==> src/source/ixu_pkg.sv <==
// Integer execution cluster package

package ixu_pkg;

  // Number of instruction packs held in each payload bank
  localparam int PACK_DEPTH = 16;

  // Shift amounts only ever use this many low bits of the second operand
  localparam int SHAMT_W = 5;

  // Index of a pack in the payload RAM
  typedef logic [3:0] pack_id_t;

  // Reorder-buffer id, the pack id sits above the lane slot in bit 0
  typedef logic [4:0] rob_id_t;

  // Physical destination register number
  typedef logic [5:0] phys_reg_t;

  // Instruction type field
  // Only the low three bits carry the ALU operation, the rest are reserved
  typedef logic [5:0] ins_type_t;

  // Immediate and data word
  typedef logic [31:0] imm_t;
  typedef logic [31:0] xlen_t;

  // Hint that travels alongside the result back to writeback
  typedef logic [1:0] hint_t;

  // ALU operation code
  typedef logic [2:0] alu_op_t;

  localparam alu_op_t OP_ADD = 3'd0;
  localparam alu_op_t OP_SUB = 3'd1;
  localparam alu_op_t OP_AND = 3'd2;
  localparam alu_op_t OP_OR  = 3'd3;
  localparam alu_op_t OP_XOR = 3'd4;
  // Logical shifts by the low SHAMT_W bits of the second operand
  localparam alu_op_t OP_SLL = 3'd5;
  localparam alu_op_t OP_SRL = 3'd6;
  // Signed less-than, result is 1 or 0
  localparam alu_op_t OP_SLT = 3'd7;

endpackage

==> src/source/ixu_alu.sv <==
// Single integer ALU lane

module ixu_alu (
  input  logic                 cpu_clk_i,
  input  logic                 reset_i,
  // Issue strobe and operands from the issuer
  input  logic                 issue_valid_i,
  input  ixu_pkg::rob_id_t     issue_rob_i,
  input  ixu_pkg::xlen_t       rs1_data_i,
  input  ixu_pkg::xlen_t       rs2_data_i,
  // Payload read from the RAM in the same cycle
  input  ixu_pkg::ins_type_t   ins_type_i,
  input  logic                 imm_i,
  input  ixu_pkg::imm_t        immediate_i,
  input  ixu_pkg::phys_reg_t   dest_i,
  input  ixu_pkg::hint_t       hint_i,
  // Registered result bundle
  output logic                 res_valid_o,
  output ixu_pkg::xlen_t       res_data_o,
  output ixu_pkg::phys_reg_t   res_dest_o,
  output ixu_pkg::rob_id_t     res_rob_o,
  output ixu_pkg::hint_t       res_hint_o
);

  ixu_pkg::alu_op_t alu_op;
  ixu_pkg::xlen_t   op_a;
  ixu_pkg::xlen_t   op_b;
  ixu_pkg::xlen_t   alu_result;
  logic [ixu_pkg::SHAMT_W-1:0] shamt;

  // Operation lives in the low bits of the type field
  assign alu_op = ins_type_i[2:0];

  // Second operand is the immediate for I-type forms
  assign op_a  = rs1_data_i;
  assign op_b  = imm_i ? immediate_i : rs2_data_i;
  assign shamt = op_b[ixu_pkg::SHAMT_W-1:0];

  always_comb begin
    case (alu_op)
      ixu_pkg::OP_ADD: alu_result = op_a + op_b;
      ixu_pkg::OP_SUB: alu_result = op_a - op_b;
      ixu_pkg::OP_AND: alu_result = op_a & op_b;
      ixu_pkg::OP_OR:  alu_result = op_a | op_b;
      ixu_pkg::OP_XOR: alu_result = op_a ^ op_b;
      ixu_pkg::OP_SLL: alu_result = op_a << shamt;
      ixu_pkg::OP_SRL: alu_result = op_a >> shamt;
      // Signed compare, zero extended to a full word
      ixu_pkg::OP_SLT: alu_result = {31'd0, $signed(op_a) < $signed(op_b)};
      default:         alu_result = '0;
    endcase
  end

  // Valid pulses for one cycle, one cycle after the issue strobe
  always_ff @(posedge cpu_clk_i) begin
    if (reset_i) begin
      res_valid_o <= 1'b0;
    end else begin
      res_valid_o <= issue_valid_i;
    end
  end

  // Payload only loads on a real issue and holds otherwise
  always_ff @(posedge cpu_clk_i) begin
    if (issue_valid_i) begin
      res_data_o <= alu_result;
      res_dest_o <= dest_i;
      res_rob_o  <= issue_rob_i;
      res_hint_o <= hint_i;
    end
  end

  // An unknown rob id would read an undefined RAM entry and poison the result
  // that the merger sends to the register file one cycle later
  a_issue_rob_known : assert property (
    @(posedge cpu_clk_i) disable iff (reset_i)
    issue_valid_i |-> !$isunknown(issue_rob_i)
  );

endmodule

==> src/source/ixu_iram.sv <==
// Dual-bank instruction payload RAM

module ixu_iram (
  input  logic                 cpu_clk_i,
  // Dispatch lane 0
  input  logic                 ins0_valid_i,
  input  ixu_pkg::ins_type_t   ins0_ins_type_i,
  input  logic                 ins0_imm_i,
  input  ixu_pkg::imm_t        ins0_immediate_i,
  input  ixu_pkg::phys_reg_t   ins0_dest_i,
  input  ixu_pkg::hint_t       ins0_hint_i,
  // Dispatch lane 1
  input  logic                 ins1_valid_i,
  input  ixu_pkg::ins_type_t   ins1_ins_type_i,
  input  logic                 ins1_imm_i,
  input  ixu_pkg::imm_t        ins1_immediate_i,
  input  ixu_pkg::phys_reg_t   ins1_dest_i,
  input  ixu_pkg::hint_t       ins1_hint_i,
  // Shared pack index for both dispatch lanes
  input  ixu_pkg::pack_id_t    pack_id_i,
  // Issue read addresses
  input  ixu_pkg::rob_id_t     alu0_rob_i,
  input  ixu_pkg::rob_id_t     alu1_rob_i,
  // Read port 0
  output ixu_pkg::ins_type_t   alu0_ins_type_o,
  output logic                 alu0_imm_o,
  output ixu_pkg::imm_t        alu0_immediate_o,
  output ixu_pkg::phys_reg_t   alu0_dest_o,
  output ixu_pkg::hint_t       alu0_hint_o,
  // Read port 1
  output ixu_pkg::ins_type_t   alu1_ins_type_o,
  output logic                 alu1_imm_o,
  output ixu_pkg::imm_t        alu1_immediate_o,
  output ixu_pkg::phys_reg_t   alu1_dest_o,
  output ixu_pkg::hint_t       alu1_hint_o
);

  // One array per field, first index is the bank and matches the dispatch lane
  ixu_pkg::ins_type_t type_mem [2][ixu_pkg::PACK_DEPTH];
  logic               imm_mem  [2][ixu_pkg::PACK_DEPTH];
  ixu_pkg::imm_t      immd_mem [2][ixu_pkg::PACK_DEPTH];
  ixu_pkg::phys_reg_t dest_mem [2][ixu_pkg::PACK_DEPTH];
  ixu_pkg::hint_t     hint_mem [2][ixu_pkg::PACK_DEPTH];

  // Split each rob id into the bank (slot bit) and the entry (pack id)
  logic              alu0_bank;
  logic              alu1_bank;
  ixu_pkg::pack_id_t alu0_entry;
  ixu_pkg::pack_id_t alu1_entry;

  assign alu0_bank  = alu0_rob_i[0];
  assign alu0_entry = alu0_rob_i[4:1];
  assign alu1_bank  = alu1_rob_i[0];
  assign alu1_entry = alu1_rob_i[4:1];

  // Each dispatch lane owns its bank, so both can write in the same cycle
  always_ff @(posedge cpu_clk_i) begin
    if (ins0_valid_i) begin
      type_mem[0][pack_id_i] <= ins0_ins_type_i;
      imm_mem[0][pack_id_i]  <= ins0_imm_i;
      immd_mem[0][pack_id_i] <= ins0_immediate_i;
      dest_mem[0][pack_id_i] <= ins0_dest_i;
      hint_mem[0][pack_id_i] <= ins0_hint_i;
    end
    if (ins1_valid_i) begin
      type_mem[1][pack_id_i] <= ins1_ins_type_i;
      imm_mem[1][pack_id_i]  <= ins1_imm_i;
      immd_mem[1][pack_id_i] <= ins1_immediate_i;
      dest_mem[1][pack_id_i] <= ins1_dest_i;
      hint_mem[1][pack_id_i] <= ins1_hint_i;
    end
  end

  // Asynchronous reads so the ALU sees the payload in the issue cycle
  assign alu0_ins_type_o  = type_mem[alu0_bank][alu0_entry];
  assign alu0_imm_o       = imm_mem[alu0_bank][alu0_entry];
  assign alu0_immediate_o = immd_mem[alu0_bank][alu0_entry];
  assign alu0_dest_o      = dest_mem[alu0_bank][alu0_entry];
  assign alu0_hint_o      = hint_mem[alu0_bank][alu0_entry];

  assign alu1_ins_type_o  = type_mem[alu1_bank][alu1_entry];
  assign alu1_imm_o       = imm_mem[alu1_bank][alu1_entry];
  assign alu1_immediate_o = immd_mem[alu1_bank][alu1_entry];
  assign alu1_dest_o      = dest_mem[alu1_bank][alu1_entry];
  assign alu1_hint_o      = hint_mem[alu1_bank][alu1_entry];

endmodule

==> src/source/ixu_top.sv <==
// Integer execution cluster top

module ixu_top (
  input  logic                 cpu_clk_i,
  input  logic                 reset_i,
  // Dispatch lane 0
  input  logic                 ins0_valid_i,
  input  ixu_pkg::ins_type_t   ins0_ins_type_i,
  input  logic                 ins0_imm_i,
  input  ixu_pkg::imm_t        ins0_immediate_i,
  input  ixu_pkg::phys_reg_t   ins0_dest_i,
  input  ixu_pkg::hint_t       ins0_hint_i,
  // Dispatch lane 1
  input  logic                 ins1_valid_i,
  input  ixu_pkg::ins_type_t   ins1_ins_type_i,
  input  logic                 ins1_imm_i,
  input  ixu_pkg::imm_t        ins1_immediate_i,
  input  ixu_pkg::phys_reg_t   ins1_dest_i,
  input  ixu_pkg::hint_t       ins1_hint_i,
  input  ixu_pkg::pack_id_t    pack_id_i,
  // Issue lane 0
  input  logic                 issue0_valid_i,
  input  ixu_pkg::rob_id_t     issue0_rob_i,
  input  ixu_pkg::xlen_t       issue0_rs1_i,
  input  ixu_pkg::xlen_t       issue0_rs2_i,
  // Issue lane 1
  input  logic                 issue1_valid_i,
  input  ixu_pkg::rob_id_t     issue1_rob_i,
  input  ixu_pkg::xlen_t       issue1_rs1_i,
  input  ixu_pkg::xlen_t       issue1_rs2_i,
  // Writeback port and back-pressure to the issuer
  output logic                 wb_valid_o,
  output ixu_pkg::xlen_t       wb_data_o,
  output ixu_pkg::phys_reg_t   wb_dest_o,
  output ixu_pkg::rob_id_t     wb_rob_o,
  output ixu_pkg::hint_t       wb_hint_o,
  output logic                 stall_o
);

  // Payload from the RAM into each lane
  ixu_pkg::ins_type_t alu0_ins_type;
  logic               alu0_imm;
  ixu_pkg::imm_t      alu0_immediate;
  ixu_pkg::phys_reg_t alu0_dest;
  ixu_pkg::hint_t     alu0_hint;
  ixu_pkg::ins_type_t alu1_ins_type;
  logic               alu1_imm;
  ixu_pkg::imm_t      alu1_immediate;
  ixu_pkg::phys_reg_t alu1_dest;
  ixu_pkg::hint_t     alu1_hint;

  // Lane results into the merger
  logic               res0_valid;
  ixu_pkg::xlen_t     res0_data;
  ixu_pkg::phys_reg_t res0_dest;
  ixu_pkg::rob_id_t   res0_rob;
  ixu_pkg::hint_t     res0_hint;
  logic               res1_valid;
  ixu_pkg::xlen_t     res1_data;
  ixu_pkg::phys_reg_t res1_dest;
  ixu_pkg::rob_id_t   res1_rob;
  ixu_pkg::hint_t     res1_hint;

  ixu_iram i_iram (
    .cpu_clk_i        (cpu_clk_i),
    .ins0_valid_i     (ins0_valid_i),
    .ins0_ins_type_i  (ins0_ins_type_i),
    .ins0_imm_i       (ins0_imm_i),
    .ins0_immediate_i (ins0_immediate_i),
    .ins0_dest_i      (ins0_dest_i),
    .ins0_hint_i      (ins0_hint_i),
    .ins1_valid_i     (ins1_valid_i),
    .ins1_ins_type_i  (ins1_ins_type_i),
    .ins1_imm_i       (ins1_imm_i),
    .ins1_immediate_i (ins1_immediate_i),
    .ins1_dest_i      (ins1_dest_i),
    .ins1_hint_i      (ins1_hint_i),
    .pack_id_i        (pack_id_i),
    .alu0_rob_i       (issue0_rob_i),
    .alu1_rob_i       (issue1_rob_i),
    .alu0_ins_type_o  (alu0_ins_type),
    .alu0_imm_o       (alu0_imm),
    .alu0_immediate_o (alu0_immediate),
    .alu0_dest_o      (alu0_dest),
    .alu0_hint_o      (alu0_hint),
    .alu1_ins_type_o  (alu1_ins_type),
    .alu1_imm_o       (alu1_imm),
    .alu1_immediate_o (alu1_immediate),
    .alu1_dest_o      (alu1_dest),
    .alu1_hint_o      (alu1_hint)
  );

  ixu_alu i_alu0 (
    .cpu_clk_i     (cpu_clk_i),
    .reset_i       (reset_i),
    .issue_valid_i (issue0_valid_i),
    .issue_rob_i   (issue0_rob_i),
    .rs1_data_i    (issue0_rs1_i),
    .rs2_data_i    (issue0_rs2_i),
    .ins_type_i    (alu0_ins_type),
    .imm_i         (alu0_imm),
    .immediate_i   (alu0_immediate),
    .dest_i        (alu0_dest),
    .hint_i        (alu0_hint),
    .res_valid_o   (res0_valid),
    .res_data_o    (res0_data),
    .res_dest_o    (res0_dest),
    .res_rob_o     (res0_rob),
    .res_hint_o    (res0_hint)
  );

  ixu_alu i_alu1 (
    .cpu_clk_i     (cpu_clk_i),
    .reset_i       (reset_i),
    .issue_valid_i (issue1_valid_i),
    .issue_rob_i   (issue1_rob_i),
    .rs1_data_i    (issue1_rs1_i),
    .rs2_data_i    (issue1_rs2_i),
    .ins_type_i    (alu1_ins_type),
    .imm_i         (alu1_imm),
    .immediate_i   (alu1_immediate),
    .dest_i        (alu1_dest),
    .hint_i        (alu1_hint),
    .res_valid_o   (res1_valid),
    .res_data_o    (res1_data),
    .res_dest_o    (res1_dest),
    .res_rob_o     (res1_rob),
    .res_hint_o    (res1_hint)
  );

  ixu_wb_merge i_wb_merge (
    .cpu_clk_i    (cpu_clk_i),
    .reset_i      (reset_i),
    .res0_valid_i (res0_valid),
    .res0_data_i  (res0_data),
    .res0_dest_i  (res0_dest),
    .res0_rob_i   (res0_rob),
    .res0_hint_i  (res0_hint),
    .res1_valid_i (res1_valid),
    .res1_data_i  (res1_data),
    .res1_dest_i  (res1_dest),
    .res1_rob_i   (res1_rob),
    .res1_hint_i  (res1_hint),
    .wb_valid_o   (wb_valid_o),
    .wb_data_o    (wb_data_o),
    .wb_dest_o    (wb_dest_o),
    .wb_rob_o     (wb_rob_o),
    .wb_hint_o    (wb_hint_o),
    .stall_o      (stall_o)
  );

endmodule

==> src/source/ixu_wb_merge.sv <==
// Two-lane writeback merger

module ixu_wb_merge (
  input  logic                 cpu_clk_i,
  input  logic                 reset_i,
  // Lane 0 result
  input  logic                 res0_valid_i,
  input  ixu_pkg::xlen_t       res0_data_i,
  input  ixu_pkg::phys_reg_t   res0_dest_i,
  input  ixu_pkg::rob_id_t     res0_rob_i,
  input  ixu_pkg::hint_t       res0_hint_i,
  // Lane 1 result
  input  logic                 res1_valid_i,
  input  ixu_pkg::xlen_t       res1_data_i,
  input  ixu_pkg::phys_reg_t   res1_dest_i,
  input  ixu_pkg::rob_id_t     res1_rob_i,
  input  ixu_pkg::hint_t       res1_hint_i,
  // Single register-file write port
  output logic                 wb_valid_o,
  output ixu_pkg::xlen_t       wb_data_o,
  output ixu_pkg::phys_reg_t   wb_dest_o,
  output ixu_pkg::rob_id_t     wb_rob_o,
  output ixu_pkg::hint_t       wb_hint_o,
  output logic                 stall_o
);

  logic               both_valid;
  logic               hold_valid;
  ixu_pkg::xlen_t     hold_data;
  ixu_pkg::phys_reg_t hold_dest;
  ixu_pkg::rob_id_t   hold_rob;
  ixu_pkg::hint_t     hold_hint;

  assign both_valid = res0_valid_i & res1_valid_i;

  // The issuer sees this in the cycle the hold is loaded and skips issue,
  // which keeps the lanes quiet while the hold drains
  assign stall_o = both_valid;

  // Hold is full for exactly the cycle after a collision
  always_ff @(posedge cpu_clk_i) begin
    if (reset_i) begin
      hold_valid <= 1'b0;
    end else begin
      hold_valid <= both_valid;
    end
  end

  // Lane 1 is parked on a collision
  always_ff @(posedge cpu_clk_i) begin
    if (both_valid) begin
      hold_data <= res1_data_i;
      hold_dest <= res1_dest_i;
      hold_rob  <= res1_rob_i;
      hold_hint <= res1_hint_i;
    end
  end

  // Priority is hold, then lane 0, then lane 1
  always_comb begin
    wb_valid_o = hold_valid | res0_valid_i | res1_valid_i;
    if (hold_valid) begin
      wb_data_o = hold_data;
      wb_dest_o = hold_dest;
      wb_rob_o  = hold_rob;
      wb_hint_o = hold_hint;
    end else if (res0_valid_i) begin
      wb_data_o = res0_data_i;
      wb_dest_o = res0_dest_i;
      wb_rob_o  = res0_rob_i;
      wb_hint_o = res0_hint_i;
    end else begin
      wb_data_o = res1_data_i;
      wb_dest_o = res1_dest_i;
      wb_rob_o  = res1_rob_i;
      wb_hint_o = res1_hint_i;
    end
  end

  // A lane result during a drain would be lost, so the issuer must honour stall
  a_no_result_while_held : assert property (
    @(posedge cpu_clk_i) disable iff (reset_i)
    hold_valid |-> !(res0_valid_i || res1_valid_i)
  );

endmodule
==> config.mk <==
export PLATFORM = sky130hd
export DESIGN_NAME = ixu_top
export DESIGN_NICKNAME = d
export VERILOG_FILES = /design/src/source/ixu_pkg.sv /design/src/source/ixu_alu.sv /design/src/source/ixu_iram.sv /design/src/source/ixu_top.sv /design/src/source/ixu_wb_merge.sv
export SDC_FILE = /design/constraint.sdc
export NUM_CORES = 2
export LEC_CHECK = 0
export BUFFER_PORTS_ARGS = -buffer_cell sky130_fd_sc_hd__buf_2
export CAP_MARGIN = 5
export CORE_MARGIN = 5
export CORE_UTILIZATION = 60
export DETAILED_ROUTE_END_ITERATION = 12
export GPL_TIMING_DRIVEN = 0
export PLACE_DENSITY_LB_ADDON = 0.08
export SYNTH_ARGS = -nofsm -noshare
export SYNTH_HDL_FRONTEND = slang
export SYNTH_SLANG_ARGS = --single-unit
==> constraint.sdc <==
create_clock -name cpu_clk_i -period 17.37 [get_ports cpu_clk_i]
set_input_delay 0.8685 -clock cpu_clk_i [delete_from_list [all_inputs] [get_ports cpu_clk_i]]
set_output_delay 0.8685 -clock cpu_clk_i [all_outputs]
set_load 0.01 [all_outputs]
# Word-level counts from Yosys, hierarchy flattened
# Memory sizes are Yosys's and may differ from the RTL's.
# Cells that the tools add are included.
# classes
magnitude_cmp,6
n_mux,60
reduce_logical,3
add_sub_neg,4
bitwise_logic,12
n_eq_ne,14
n_shift,4
# ops
op,count
512-bit two-way mux,2
32-bit one-hot mux with 8 select lines,2
32-bit two-way mux,11
32-bit binary-select mux with 4-bit select,2
96-bit two-way mux,2
32-bit demux with 4-bit select,1
6-bit binary-select mux with 4-bit select,4
32-bit adder,2
32-bit bitwise AND,2
32-bit less-than comparator,2
32-bit bitwise OR,2
32-bit by 5-bit left shift with 32-bit output,2
32-bit by 5-bit >> shifter with 32-bit output,2
32-bit subtractor,2
32-bit XOR,2
6-bit two-way mux,7
16-bit two-way mux,2
6-bit demux with 4-bit select,1
"3-bit == test, second input constant",8
2-bit binary-select mux with 4-bit select,2
"5-bit greater-or-equal comparator, second input constant",3
4-bit NOT with 5-bit output,3
2-bit two-way mux,7
"3-bit by 2-bit == test with 1-bit output, second input constant",4
12 further kinds,26
# totals
ff_bits,138
inputBits,242
wordCells,123
output_inout_bits,47
n_memories,5
ram_bits,1504
# memory_table
name,words,word_bits,read_ports,rd_clocked_by_memory_dff,write_ports,line,rtl
i_iram.immd_mem,2,512,2,0,2,ixu_iram.sv:41,ixu_pkg::imm_t immd_mem [2][ixu_pkg::PACK_DEPTH];
i_iram.dest_mem,2,96,2,0,2,ixu_iram.sv:42,ixu_pkg::phys_reg_t dest_mem [2][ixu_pkg::PACK_DEPTH];
i_iram.type_mem,2,96,2,0,2,ixu_iram.sv:39,ixu_pkg::ins_type_t type_mem [2][ixu_pkg::PACK_DEPTH];
i_iram.hint_mem,2,32,2,0,2,ixu_iram.sv:43,ixu_pkg::hint_t hint_mem [2][ixu_pkg::PACK_DEPTH];
i_iram.imm_mem,2,16,2,0,2,ixu_iram.sv:40,logic imm_mem [2][ixu_pkg::PACK_DEPTH];

# Longest topological paths before layout
# depth
ltp_word,7
depth_mapped,26
depth_no_buf,20

# Hierarchy
# From an unflattened synthesis, not the netlist that was laid out.
# hier_totals
cells_unflattened,7837
area_unflattened_um2,93961.4
# modules_own_cells
mod,area_each_um2,seq_area_each_um2,cells_each,n_inst
ixu_iram,71624.9,45163.3,4951,1
ixu_alu at i_alu1,10149.7,1371.3,1383,1
ixu_alu at i_alu0,9850.7,1371.3,1304,1
ixu_wb_merge,2336.0,1371.3,199,1

# Least setup slack after synthesis
# Ideal clock, no wire load.
# synth_timing
path_type,input to register
from,in issue1_rob_i[0]
to,"reg i_alu1.res_data_o[30], data pin"
slack_ns,10.202
required_ns,17.098
path_buffers,7
arrival_ns,6.897
path_stages,22
path_cell_list,buf_2 buf_4 buf_2 buf_2 buf_2 buf_2 buf_1 mux4_2 mux4_2 mux2_2 mux2i_1 ha_1 or2_2 nor2_1 a221o_1 a211oi_1 o22ai_1 o41ai_1 o21a_1 nor3_1 mux2i_1 or4b_1
# synth_between
elab_chain_cells,7
elab_cells_between_ends,29
# synth_rtl
element,line,rtl
"start, declared",ixu_top.sv:28,"input ixu_pkg::rob_id_t issue1_rob_i,"
memory 2 x 512 bit / memory 2 x 16 bit (equally long branches),n/a,
32-bit binary-select mux with 4-bit select / 1-bit binary-select mux with 4-bit select (equally long branches),"ixu_iram.sv:83, ixu_iram.sv:82",
32-bit two-way mux (implied by the code) / 1-bit two-way mux (equally long branches) (2 in a row),"ixu_iram.sv:83, ixu_iram.sv:82",
32-bit two-way mux,ixu_alu.sv:36,assign op_b = imm_i ? immediate_i : rs2_data_i;
"32-bit subtractor, or another cell as far along",ixu_alu.sv:42,ixu_pkg::OP_SUB: alu_result = op_a - op_b;
32-bit one-hot mux with 8 select lines *,ixu_alu.sv:40,case (alu_op)
named net i_alu1.alu_result[30],ixu_alu.sv:28,ixu_pkg::xlen_t alu_result;
"end signal, assigned",ixu_alu.sv:66,res_data_o <= alu_result;
"end, declared",ixu_alu.sv:19,"output ixu_pkg::xlen_t res_data_o,"
# Mark *: on every way through the listed nets, which the timed path passes. The rest lies on a longest branch. The select of a mux whose other input is x is not followed.
# A chain may end at the register's enable or synchronous reset.

# Worst setup path after layout
# layout_timing
from,in issue0_rob_i[1]
to,"reg i_alu0.res_data_o[0], data pin"
# layout_between
elab_chain_cells,7
elab_cells_between_ends,28
# layout_rtl
element,line,rtl
"start, declared",ixu_top.sv:23,"input ixu_pkg::rob_id_t issue0_rob_i,"
4-bit NOT with 5-bit output (implied by the code) *,"ixu_iram.sv:75, ixu_iram.sv:76, ixu_iram.sv:77",
32-bit binary-select mux with 4-bit select / 1-bit binary-select mux with 4-bit select (equally long branches),"ixu_iram.sv:77, ixu_iram.sv:76",
32-bit two-way mux (implied by the code) / 1-bit two-way mux (equally long branches) (2 in a row),"ixu_iram.sv:77, ixu_iram.sv:76",
32-bit two-way mux,ixu_alu.sv:36,
"32-bit subtractor, or another cell as far along",ixu_alu.sv:42,
32-bit one-hot mux with 8 select lines *,ixu_alu.sv:40,
named net i_alu0.alu_result[0],ixu_alu.sv:28,
"end signal, assigned",ixu_alu.sv:66,
"end, declared",ixu_alu.sv:19,
# Marked as above.

==> results.py <==
metrics = {
    "status": {
        "outcome": "finished, violations left",
        "violations": "max-capacitance violations, max-slew violations",
    },
    "cells_and_area": {
        "postLayoutCellArea_sq_um": 98300,
        "syn2layout_area_growth_pct": 13.0,
        "fin_nets": 6646,
        "fin_cells": 8211,
        "drive_above_1_share_pct": 28.0,
    },
    "critical_path": {
        "max_stage_delay_ns": 1.21,
        "required_ns": 17.89,
        "critPathLaunchType": "input pin",
        "crit_fanout": 10,
        "cp_slowest_cell": "clkbuf_1",
        "cp-end-kind": "flop",
        "path_cells": "buf_2, buf_2, buf_1, buf_2, clkbuf_1, clkbuf_1, clkbuf_1, mux4_2, mux4_2, mux2i_1, o21a_1, ha_1, nor4_1, nand3b_1, a2111oi_0, nor4b_1, o31ai_1, o41ai_1, nor4_1, nor4_1, o32a_1",
        "arrival_ns": 11.15,
        "path_class": "input pin to flop",
    },
    "sta": {
        "hold_viol_final": 0,
        "max_slew.worst_pin.slew_ns": 1.60,
        "rsz0062_at_grt": "false",
        "min_period_over_period_pct": 61.2,
        "slew_violations": 63,
        "setup-violations-final": 0,
        "fin_crit_ns": 10.64,
        "finClkSkew_ns": 0.0442,
        "clock.fmax_ghz": 0.0940,
        "slew-limit-headroom_pct": -6.97,
        "tns_ns": 0,
    },
    "clock_network": {
        "holdBufCountCts": 0,
        "clk_path_buf_depth": 3,
        "cts_sinks": 1546,
        "insertion_delay_ns": 0.84,
        "root_buffer": "clkbuf_16",
        "cts_tree": "built",
        "clkSlewWorstSetupHoldPaths_ns": 0.06,
        "cts-htree-levels": 4,
        "cts_setup_buffers": 0,
        "cts_buffers": 156,
        "cts-resized-gates": 0,
    },
    "placement": {
        "gp_congestion": 1.02,
        "portBuffers": 282,
        "hpwl_mm": 251,
        "dp.cells": 7882,
        "placed_area_sq_um": 92900,
    },
    "logic_synthesis": {
        "synth_nets": 6093,
        "syn_area_sq_um": 87000,
        "synth_top_area_share_pct": 53.3,
        "synthArstFlopShare_pct": 0,
        "synth_edf_count": 1543,
        "synth_top_cell_by_area": "edfxtp_1",
        "synth_cell_types": 102,
        "netlist_instances": 5601,
        "yosysMostFrequentCell": "edfxtp_1",
        "yosysWarnings": 0,
        "synth.top_cells.by_count": "1543 x edfxtp_1, 855 x mux4_2, 368 x mux2i_1",
        "synthTopCellsByArea": "edfxtp_1 53%, mux4_2 22%, mux2i_1 4.2%, ha_1 3.5%, nand2_1 1.5%",
        "avgSynthCellArea_sq_um": 15.5,
        "synthFlopType": "edfxtp_1",
        "yosys_register_bits": 1546,
        "yosysSeqAreaShare_pct": 53.3,
    },
    "global_routing": {
        "grt_pass1_wl_mm": 495,
        "use_met1_pct": 57.8,
        "grt_overflow": 0,
        "track_usage_pct": 47.2,
        "grt_max_degree": 48,
        "met2_usage_pct": 68.2,
        "busiest_layer": "met2",
        "antenna_found_initial": 47,
        "grt_pass1_vias": 63028,
        "met3_usage_pct": 18.9,
    },
    "route": {
        "drc": 0,
        "vias": 65555,
        "routed_wl_mm": 369,
        "viasPerCell": 7.98,
        "wl_per_cell_um": 44.9,
        "drtAntennaViolNets": 0,
        "drt_pass1_iterations": 7,
        "drt_iter0_markers": 12210,
    },
    "die": {
        "core.rowCount": 139,
        "start_util_pct": 60.5,
        "fp.dieH_um": 391,
        "dieArea_sq_um": 153000,
        "core-area_sq_um": 144000,
        "die_x_um": 391,
        "io-pin-count": 289,
    },
    "power_and_ir_drop": {
        "vdd_drop_max_mv": 0.118,
        "cellPowerDensity_nw_per_um2": 104,
        "power_leakage_nw": 34.0,
    },
    "hold_path": {
        "hold_class": "input pin to flop",
    },
    "flow_run": {
        "max_cap_violations": 10,
    },
}
## metal layers
layer / part of all wire (%) / routed length, um
met2: 43 / 158000
met4: 9.7 / 35600
met1: 31 / 115000
met3: 16 / 60400
met5: 0.16 / 581
## critical path: cells and delay by family
kind,cells,cell delay (ns)
compound gates,5,2.55
buf+inv,7,3.55
fa+ha+maj,1,0.33
mux,3,2.08
simple gates,5,1.72
## cell type report
class	count	area (sq um)
Antenna cell	36	90.1
Buffer	372	1760
Clock buffer	193	4060
Clock inverter	83	932
Fill cell	9346	45500
Inverter	220	828
Multi-Input combinational cell	3463	38300
Sequential cell	1546	46400
Tap cell	1903	2380
Timing Repair Buffer	395	3540
## path summary, 6_finish.rpt
path                             startpoint                           endpoint  slack (ns)  cells past startpoint
max reg2reg  i_iram.imm_mem[1][3]$_DFFE_PP_    i_alu1.res_data_o[30]$_DFFE_PP_        7.88                     20
max                         issue0_rob_i[1]     i_alu0.res_data_o[0]$_DFFE_PP_        6.73                     21
min                         issue0_rob_i[1]      i_alu0.res_rob_o[1]$_DFFE_PP_        0.25                      1
min reg2reg  i_alu1.res_hint_o[0]$_DFFE_PP_  i_wb_merge.hold_hint[0]$_DFFE_PP_        0.44                      0
## where the power goes
group | switching [W] | total, W | internal (W)
Clock | 0.00151 | 0.00338 | 0.00187
Sequential | 0.0000608 | 0.00431 | 0.00425
Combinational | 0.00166 | 0.00251 | 0.000858
Total | 0.00323 | 0.0102 | 0.00698
## sequential cells by signal, summed over array words and instances (netlist names), 2 cells and up
name and flops:
i_alu0.res_rob_o 5, i_iram.imm_mem 32, i_alu0.res_hint_o 2, i_iram.dest_mem 192, i_wb_merge.hold_hint 2, i_iram.immd_mem 1024
i_alu1.res_hint_o 2, i_iram.hint_mem 64, i_alu1.res_rob_o 5, i_wb_merge.hold_dest 6, i_iram.type_mem 96, i_alu1.res_dest_o 6
i_wb_merge.hold_rob 5, i_wb_merge.hold_data 32, i_alu1.res_data_o 32, i_alu0.res_dest_o 6, i_alu0.res_data_o 32
## through the flow
| stage | total power (W) | worst slack (ns) | hold WS, ns | utilization [%] |
|---|---|---|---|---|
| after floorplan | 0.00578 | 10.20 | 0.426 | - |
| after global placement | 0.00671 | 6.61 | 0.429 | 63.1 |
| after detailed placement | 0.00675 | 6.66 | 0.434 | 64.6 |
| after CTS | 0.0100 | 7.43 | 0.225 | 68.1 |
| after global routing | 0.0104 | 7.00 | 0.242 | 68.3 |
| final | 0.0102 | 6.73 | 0.254 | 68.3 |
## placed cells by master, fill, tap and decap left out, types with 33 or more instances in the layout
cell / instances
edfxtp_1: 1543
mux4_2: 855
buf_2: 392
mux2i_1: 366
nand2_1: 355
ha_1: 246
inv_1: 214
o21ai_0: 206
clkbuf_1: 199
nor2_1: 199
a21oi_1: 199
clkbuf_16: 157
a22oi_1: 97
buf_12: 68
xnor2_1: 64
nand3_1: 62
mux2_2: 61
o22ai_1: 54
buf_1: 51
o211ai_1: 45
o21a_1: 42
nor2b_1: 41
a221oi_1: 41
nor3_1: 38
diode_2: 36
nor2_4: 33
## cells by family after synthesis
family / count (synthesis) / share of synthesized area [%]
AOI/OAI and AO/OA: 954 / 7.34
xor gates and xnor gates: 92 / 0.926
adders and majority gates: 251 / 3.64
buffers and inverters: 592 / 2.95
DFF: 1546 / 53.3
muxes: 1291 / 27.3
and+or+nand+nor: 875 / 4.54
Note: power is estimated with default switching activity, not from simulation.
